**src/hw/mem_exer_params.svh**
```systemverilog
`ifndef MEM_EXER_PARAMS_SVH
`define MEM_EXER_PARAMS_SVH

// Line port widths
`define LINE_W 256
`define ADDR_W 28

// Pattern table
`define PAT_DEPTH 9
`define PAT_IDX_W 4

// Idle cycles between commands, and RAM response latency
`define GAP_DEFAULT 50
`define LAT_DEFAULT 4

// RAM indexed by address bits 6 to 3
`define RAM_IDX_W 4

`endif

```
**src/hw/mem_exer_pkg.sv**
```systemverilog
`default_nettype none

`include "mem_exer_params.svh"

package mem_exer_pkg;

	typedef logic [`LINE_W-1:0] line_t;
	typedef logic [`ADDR_W-1:0] mem_addr_t;
	typedef logic [`PAT_IDX_W-1:0] pat_idx_t;

	// One command on the line port, 286 bits
	typedef struct packed {
		logic      valid;
		logic      write;
		mem_addr_t addr;
		line_t     wdata;
	} mem_cmd_t;

	// Generator sequencing
	typedef enum logic [1:0] {
		RESET_HOLD,
		ISSUE,
		WAIT_GAP
	} gen_state_e;

endpackage

`default_nettype wire

```
**src/hw/pattern_rom.sv**
```systemverilog
`timescale 1ns/1ps
`default_nettype none

`include "mem_exer_params.svh"

module pattern_rom (
	input  wire mem_exer_pkg::pat_idx_t  idx,
	output mem_exer_pkg::line_t          data,
	output mem_exer_pkg::mem_addr_t      addr
);

	import mem_exer_pkg::*;

	////////////////////////////////////////////////////////////
	// Line patterns, one per table entry
	////////////////////////////////////////////////////////////
	localparam line_t PATTERN [`PAT_DEPTH] = '{
		256'h800020C0800020C8000020D0000020D8990010E0000010E8800010F0800010F8,
		256'hFF0020C0800020C8000020D0000020DDD00010E0000010E8800010F0800010F8,
		256'h100040C0100040C8900040D0900040D8440030E0900030E8100030F0100030F8,
		256'h660040C0100040C8900040D0900040D8980030E0900030E8100030F0100030F8,
		256'hA00060D0200060F8200060D0A00060D8660050E0A00050E8A00050F0200050FF,
		256'h110060C0200060C8200060D0A00060D8200050E0A00050E8A00050F0200050F8,
		256'h300080C0B00080C8B00080D0300080D8DD0070E0300070E8300070F0B00070F8,
		256'h330080C0B00080C8B00080D0300080D8B00070E0300070E8300070F0B00070F8,
		256'h11111111000000001111111100000000FF111111000000001111111100000000
	};

	// Bits 6 to 3 step 0 to 8 so each entry lands on its own RAM line
	localparam mem_addr_t LINE_ADDR [`PAT_DEPTH] = '{
		28'h200_0000,
		28'h200_0008,
		28'h200_0010,
		28'h200_0018,
		28'h200_0020,
		28'h200_1028,
		28'h200_1030,
		28'h300_1038,
		28'h300_1040
	};

	always_comb
	begin
		data = '0;
		addr = '0;
		if (idx < pat_idx_t'(`PAT_DEPTH))
		begin
			data = PATTERN[idx];
			addr = LINE_ADDR[idx];
		end
	end

endmodule

`default_nettype wire

```
**src/hw/traffic_gen.sv**
```systemverilog
`timescale 1ns/1ps
`default_nettype none

`include "mem_exer_params.svh"

module traffic_gen #(
	parameter int GAP_CYCLES = `GAP_DEFAULT
) (
	input  wire                       clk,
	input  wire                       rst,
	output mem_exer_pkg::mem_cmd_t    cmd,
	input  wire mem_exer_pkg::line_t  rdata,
	input  wire                       ready,
	output logic                      error,
	output logic [15:0]               sweep_count
);

	import mem_exer_pkg::*;

	localparam int GAP_W = $clog2(GAP_CYCLES + 1);
	localparam pat_idx_t LAST_IDX = pat_idx_t'(`PAT_DEPTH - 1);

	gen_state_e       state;
	pat_idx_t         idx;
	logic             write_phase;
	logic [GAP_W-1:0] gap_cnt;

	line_t     pat_data;
	mem_addr_t pat_addr;

	pattern_rom u_rom (
		.idx  (idx),
		.data (pat_data),
		.addr (pat_addr)
	);

	// Command fields only move during the gap, so they hold until ready
	always_comb
	begin
		cmd.valid = (state == ISSUE);
		cmd.write = write_phase;
		cmd.addr  = pat_addr;
		cmd.wdata = pat_data;
	end

	////////////////////////////////////////////////////////////
	// Sequencer
	////////////////////////////////////////////////////////////
	always_ff @(posedge clk)
	begin
		if (rst)
		begin
			state       <= RESET_HOLD;
			idx         <= '0;
			write_phase <= 1'b1;
			gap_cnt     <= '0;
			sweep_count <= '0;
		end
		else
		begin
			unique case (state)
				RESET_HOLD:
				begin
					state <= ISSUE;
				end
				ISSUE:
				begin
					if (ready)
					begin
						state   <= WAIT_GAP;
						gap_cnt <= '0;
						// Last entry wraps and flips write/read
						if (idx == LAST_IDX)
						begin
							idx         <= '0;
							write_phase <= ~write_phase;
							if (!write_phase)
							begin
								sweep_count <= sweep_count + 16'd1;
							end
						end
						else
						begin
							idx <= idx + pat_idx_t'(1);
						end
					end
				end
				WAIT_GAP:
				begin
					if (gap_cnt == GAP_W'(GAP_CYCLES - 1))
					begin
						state <= ISSUE;
					end
					else
					begin
						gap_cnt <= gap_cnt + GAP_W'(1);
					end
				end
				default:
				begin
					state <= RESET_HOLD;
				end
			endcase
		end
	end

	////////////////////////////////////////////////////////////
	// Read-back checker
	////////////////////////////////////////////////////////////
	// Sticky until the next reset
	always_ff @(posedge clk)
	begin
		if (rst)
		begin
			error <= 1'b0;
		end
		else if (ready && cmd.valid && !cmd.write && (rdata != pat_data))
		begin
			error <= 1'b1;
		end
	end

endmodule

`default_nettype wire

```
**src/hw/line_ram_port.sv**
```systemverilog
`timescale 1ns/1ps
`default_nettype none

`include "mem_exer_params.svh"

module line_ram_port #(
	parameter int LATENCY = `LAT_DEFAULT
) (
	input  wire                           clk,
	input  wire                           rst,
	input  wire mem_exer_pkg::mem_cmd_t   cmd,
	input  wire                           fault_inject,
	output mem_exer_pkg::line_t           rdata,
	output logic                          ready
);

	import mem_exer_pkg::*;

	localparam int CNT_W = $clog2(LATENCY + 1);

	line_t mem [2**`RAM_IDX_W];

	logic [`RAM_IDX_W-1:0] ram_idx;
	line_t                 wline;

	logic [CNT_W-1:0] lat_cnt;
	logic             busy;
	logic             done;

	// Line select from address bits 6 to 3
	assign ram_idx = cmd.addr[3 +: `RAM_IDX_W];

	// Fault injection flips bit 0 of the stored line
	assign wline = cmd.wdata ^ {{(`LINE_W-1){1'b0}}, fault_inject};

	assign ready = busy && (lat_cnt == CNT_W'(LATENCY));
	assign rdata = mem[ram_idx];

	////////////////////////////////////////////////////////////
	// Latency counter
	////////////////////////////////////////////////////////////
	// busy counts from the first valid cycle, done waits for valid to drop
	always_ff @(posedge clk)
	begin
		if (rst)
		begin
			busy    <= 1'b0;
			done    <= 1'b0;
			lat_cnt <= '0;
		end
		else if (ready)
		begin
			busy    <= 1'b0;
			done    <= 1'b1;
			lat_cnt <= '0;
		end
		else if (busy)
		begin
			lat_cnt <= lat_cnt + CNT_W'(1);
		end
		else if (done)
		begin
			if (!cmd.valid)
			begin
				done <= 1'b0;
			end
		end
		else if (cmd.valid)
		begin
			busy    <= 1'b1;
			lat_cnt <= CNT_W'(1);
		end
	end

	////////////////////////////////////////////////////////////
	// Storage
	////////////////////////////////////////////////////////////
	always_ff @(posedge clk)
	begin
		if (ready && cmd.write)
		begin
			mem[ram_idx] <= wline;
		end
	end

endmodule

`default_nettype wire

```
**src/hw/mem_exer_top.sv**
```systemverilog
`timescale 1ns/1ps
`default_nettype none

`include "mem_exer_params.svh"

module mem_exer_top (
	input  wire                       clk,
	input  wire                       rst,
	input  wire                       fault_inject,
	output logic                      error,
	output logic [15:0]               sweep_count,
	output mem_exer_pkg::mem_cmd_t    mon_cmd,
	output mem_exer_pkg::line_t       mon_rdata,
	output logic                      mon_ready
);

	import mem_exer_pkg::*;

	// Line port between generator and RAM
	mem_cmd_t cmd;
	line_t    rdata;
	logic     ready;

	traffic_gen #(
		.GAP_CYCLES (`GAP_DEFAULT)
	) u_gen (
		.clk         (clk),
		.rst         (rst),
		.cmd         (cmd),
		.rdata       (rdata),
		.ready       (ready),
		.error       (error),
		.sweep_count (sweep_count)
	);

	line_ram_port #(
		.LATENCY (`LAT_DEFAULT)
	) u_ram (
		.clk          (clk),
		.rst          (rst),
		.cmd          (cmd),
		.fault_inject (fault_inject),
		.rdata        (rdata),
		.ready        (ready)
	);

	// Monitor taps on the internal port
	assign mon_cmd   = cmd;
	assign mon_rdata = rdata;
	assign mon_ready = ready;

endmodule

`default_nettype wire

```
**config.mk**
```make
export PLATFORM = sky130hd
export DESIGN_NAME = mem_exer_top
export DESIGN_NICKNAME = d
export VERILOG_FILES = /design/src/hw/mem_exer_pkg.sv /design/src/hw/pattern_rom.sv /design/src/hw/traffic_gen.sv /design/src/hw/line_ram_port.sv /design/src/hw/mem_exer_top.sv
export VERILOG_INCLUDE_DIRS = /design/src /design/src/hw
export SDC_FILE = /design/constraint.sdc
export NUM_CORES = 1
export LEC_CHECK = 0
export BUFFER_PORTS_ARGS = -buffer_cell sky130_fd_sc_hd__buf_2
export CAP_MARGIN = 20
export CORE_AREA = 2 2 220 222
export CTS_CLUSTER_SIZE = 24
export DETAILED_ROUTE_END_ITERATION = 8
export DIE_AREA = 0 0 222 224
export PLACE_DENSITY = 0.55
export SYNTH_ARGS = -nofsm -noshare
export SYNTH_HDL_FRONTEND = slang
export SYNTH_SLANG_ARGS = --single-unit
```
**constraint.sdc**
```tcl
create_clock -name clk -period 9.8 [get_ports clk]
set_input_delay 1.96 -clock clk [delete_from_list [all_inputs] [get_ports clk]]
set_output_delay 1.96 -clock clk [all_outputs]
set_load 0.02 [all_outputs]
```
After elaboration in Yosys (flattened, before gate mapping)
Memory sizes are Yosys's and may differ from the RTL's. Index checks and enable logic that the tools add are counted.

$add $sub $neg: 4. Order comparisons: 2. Eq/ne operators: 11. Muxes and demuxes: 24. Bitwise gates (word level): 3. Reduce and logical (&&, ||, !) cells: 16.

Operators by type and width (number): $mux W256 (3); $ne A256 B256 Y1 (1); $xor A256 B1 Y256 (1); $mux W28 (3); $add A16 B1 Y16 const B (1); $mux W6 (2); $pmux W6 S2 (1); $mux W3 (3); $mux W1 (8); $add A6 B1 Y6 const B (1); $eq A6 B6 Y1 const B (1); $ne A2 B2 Y1 const B (3); $pmux W2 S3 (1); $reduce_and A2 Y1 (3); $reduce_and A3 Y1 (2); $ge A5 B5 Y1 const B (1); $logic_and A1 B1 Y1 (5); $not A4 Y5 (1); $add A4 B1 Y4 const B (1); $eq A4 B4 Y1 const B (1); $lt A4 B4 Y1 const B (1); $mux W2 (2); $mux W4 (1); $ne A2 B1 Y1 const B (2); 10 further kinds (11).

Bits in registers: 35. Bits in writable memories: 4096. Memory bits (read-only): 4544. Input bits: 3. Output and inout port bits: 560. Word-level logic and storage cells: 72. Memories: 3.

Memories: (no name shown) (words 16, width 256, read ports 1, clocked after Yosys merged registers in 0, write ports 0, RTL line pattern_rom.sv:48) `data = PATTERN[idx];`; u_ram.mem (words 16, width 256, read ports 1, clocked after Yosys merged registers in 0, write ports 1, RTL line line_ram_port.sv:21) `` line_t mem [2**`RAM_IDX_W]; ``; (no name shown) (words 16, width 28, read ports 1, clocked after Yosys merged registers in 0, write ports 0, RTL line pattern_rom.sv:49) `addr = LINE_ADDR[idx];`.

Logic depth before layout (Yosys ltp)
An unclocked memory read counts as a cell.

Word-level depth: 8. Mapped depth: 15. Depth with buffers taken out: 11.

Modules after synthesis
A second synthesis with hierarchy kept.

Cells, all modules: 7106. Area, all modules: 159251.5 um^2.

Modules (own cells, without submodules): line_ram_port (instances 1, cells an instance 6290, area an instance 152774.0 um^2, sequential area each 123098.1 um^2); traffic_gen (instances 1, cells an instance 497, area an instance 4142.7 um^2, sequential area each 600.6 um^2); pattern_rom (instances 1, cells an instance 319, area an instance 2334.7 um^2, sequential area each 0.0 um^2).

Worst setup path before layout
No wires, ideal clock.

Path type: flip-flop to output port. From: reg u_gen.idx[3]. To: out mon_rdata[101]. Data arrival time: 4.206 ns. Required time: 7.840 ns. Setup slack: 3.634 ns. Stages on the path, launching flop included: 8. Buffers on the path: 4. Cells stage by stage: dfxtp_1 > buf_4 > inv_1 > clkbuf_1 > clkbuf_1 > a211o_1 > a21boi_0 > buf_4.

Word-level cells in the longest chain between the ends: 6. Elaborated cells on any way between the ends: 7.

RTL lines: start: declaration (RTL line traffic_gen.sv:24) `pat_idx_t idx;`; start signal: assignment (RTL line traffic_gen.sv:84) `idx <= idx + pat_idx_t'(1);`; $not A4 Y5 (not written as such) (RTL line pattern_rom.sv:49); $mem_v2 Z16 W28; $mux W28 (not written as such) (2 in a row) (RTL line pattern_rom.sv:49); $mux W28 * (RTL line pattern_rom.sv:46) `` if (idx < pat_idx_t'(`PAT_DEPTH)) ``; $mem_v2 Z16 W256 *; end: declaration (RTL line mem_exer_top.sv:13) `output mem_exer_pkg::line_t mon_rdata,`.

Mark *: on every way between the ends. The rest lies on a longest branch, timed or not. The select of a mux whose other input is x is not followed.

Final worst setup path
From: reg u_gen.idx[1]. To: out mon_rdata[130].

Same word-level chain as after synthesis.

==> run summary <==
setup violators final: 0
largest net degree at the start of global routing: 63
CTS root buf: clkbuf_16
setup_tns: 0 ns
GPL Wtd Cong: 0.827
placement row count: 80
Reg clk slew, reported paths: 0.06 ns
TritonCTS buffer count: 28
Final Routed Wirelength: 38100 um
CP Launch Type: flop
crit end category: output pin
Tcrit/Tclk final: 0.649
Total GRT Usage: 0.142
vias in the first global route: 7969
area share of the largest cell type after synthesis: 0.454
CTS tree: done
max-slew violations: 0
hold wc startpoint: u_gen.gap_cnt[5]
MaxCap Viol Count: 0
asr flop ratio synth: 0
CORE AREA: 47300 um2
Avg WL per Cell: 18.5 um
worst-case reg-to-reg path depth: 11
Synth Flop Type: edfxtp_1
worst-skew pair later-pin latency: 0.57 ns
dominant cell type by area after synthesis: edfxtp_1
Required @ worst endpoint: 7.84 ns
Chip Width: 222 um
Clock Path Buffers: 3
GRT overflow: 0
Power Density: 155 nW/um2
CP Launch Point: u_gen.idx[1]
leak pwr: 0.00635 uW
reg-to-reg slack, setup: 4.96 ns
CP arrival: 4.40 ns
crit-path max FO: 62
nets: 1436
Setup WS pre-CTS: 3.85 ns
hold worst-path end: u_gen.gap_cnt[5]
r2r startpoint: u_gen.idx[1]
Vias: 9143
Final min period: 6.36 ns
share of cells above drive strength 1: 0.257
residual DRC count: 0
port buffer count: 259
Post-synth EDFFs: 234
Worst Hold Depth: 2
synthesized instance count: 1361
Die H: 224 um
initial core utilization: 0.327
Final HPWL DP: 24900 um
sequential fraction of the synthesis area: 0.499
Critical Setup Path Class: reg -> out
Max Fclk: 157 MHz
Max VDD drop: 0.000141 V
Hold Buf Count CTS: 0
top post-synthesis cells by count: 519 x buf_4, 234 x edfxtp_1, 65 x nor2_1, 48 x nand2_1, 43 x mux2i_1
count leader, synth: buf_4
H-tree levels: 1
worst-case clock skew: 0.0186 ns
first-pass GRT wire length: 53000 um
Avg Inst Size Synth: 11.4 um2
Clock Sink Count: 269
Layout area overhead: 1.70%
top area cells in the synthesized netlist: edfxtp_1 45%, buf_4 25%, dfxtp_1 4.5%, mux2i_1 2.8%, nor2_1 1.6%
initial antenna violation count: 1
post-CTS sizing: 0
Worst Setup Slack, final: 3.44 ns
RR Endpoint: u_gen.error
Slew HR: 0.258
io pins: 563
#FFs+latches synth: 269
measured slew at the worst slew-check pin: 1.11 ns
vias per inst: 4.45
DRT antenna net count: 0
DR iter-0 viols: 560
cell area after layout: 15700 um2
Yosys cell types: 78
RSZ-0062 raised after global routing: no
hold slack final: 0.500 ns
Post-Syn Area: 15500 um2
Placed Area: 14800 um2
outcome: completed
Post-CTS Setup Inserts: 0
Yosys warnings: 0
die area: 49700 um2
final hold violations: 0
Worst Hold Class: reg -> reg
drt pass-1 iters: 5
## flip-flops by register name, summed over array words and instances (netlist names)
signal	flops
u_gen.error	1
u_gen.gap_cnt	6
u_gen.idx	4
u_gen.state	2
u_gen.sweep_count	16
u_gen.write_phase	1
u_ram.busy	1
u_ram.done	1
u_ram.lat_cnt	3
u_ram.mem	234
## routing by layer
layer,track usage,wire length [um],vias to the layer above
li1,-,-,4086
met1,0.182,15300,4501
met2,0.237,18600,467
met3,0.0209,2640,87
met4,0.0626,1410,2
met5,0,10,-
## stage by stage
stage | util | cells | power [uW]
finish | 0.332 | 2055 | 2440
global route | 0.332 | 2054 | 2520
CTS | 0.332 | 2051 | 2460
detailed placement | 0.312 | 1999 | 1380
global placement | 0.312 | 1999 | 1380
floorplan | - | 1663 | 1470
## where the power goes
group	total, uW	switching, uW	internal [uW]	leakage, uW
Combinational	128	120	8.29	0.00349
Sequential	1230	3.51	1230	0.00242
Clock	1080	445	636	0.000442
Total	2440	568	1870	0.00635
## worst max-delay path, cell delays in order (launching register included)
cell and delay (ns):
dfxtp_4 0.67, inv_1 0.38, ha_1 0.42, nand3b_2 0.60, inv_2 0.08, buf_4 0.36
a2111oi_0 0.77, a211o_1 0.30, buf_2 0.20
## worst max-delay path by stage
stage / to / slack [ns] / depth (start not counted)
after floorplan: mon_rdata[101] / 3.63 / 7
after global placement: mon_rdata[14] / 4.02 / 8
after detailed placement: mon_rdata[61] / 3.85 / 8
after CTS: mon_rdata[61] / 3.23 / 8
after global routing: mon_rdata[142] / 3.20 / 8
final: mon_rdata[130] / 3.44 / 8
## cell families (layout without fill, tap and decap cells)
kind of cell / after synthesis / in the layout / synth area share
AOI/OAI and AO/OA: 190 / 190 / 0.0855
xor gates and xnor gates: 29 / 29 / 0.0164
adders and majority gates: 16 / 16 / 0.0129
buffers and inverters: 589 / 365 / 0.273
DFF: 269 / 269 / 0.499
muxes: 60 / 60 / 0.0470
other: 1 / 304 / 0.000242
and+or+nand+nor: 207 / 207 / 0.0657
## placed cells by master, fill, tap and decap left out, types with 13 or more instances in the layout
cell type,n
xor2_1,20
buf_2,260
edfxtp_1,234
a21oi_1,37
ha_1,16
nand2_1,48
nand3_1,14
nor2_1,61
dfxtp_1,32
conb_1,303
inv_1,24
o21ai_1,15
buf_4,24
o22ai_1,15
clkbuf_16,28
nand2b_1,13
mux2i_1,43
o21ai_0,21
## cell type report
cell class / count / area [um2]
well taps: 615 / 769
multi-input cells: 805 / 4700
fillers: 4660 / 31600
diodes: 1 / 2.50
repair buffers: 286 / 1510
flip-flops and latches: 269 / 7730
clock buffers: 39 / 742
clock inverters: 13 / 183
inverters: 27 / 104
Power figures use the tool's default switching activity.
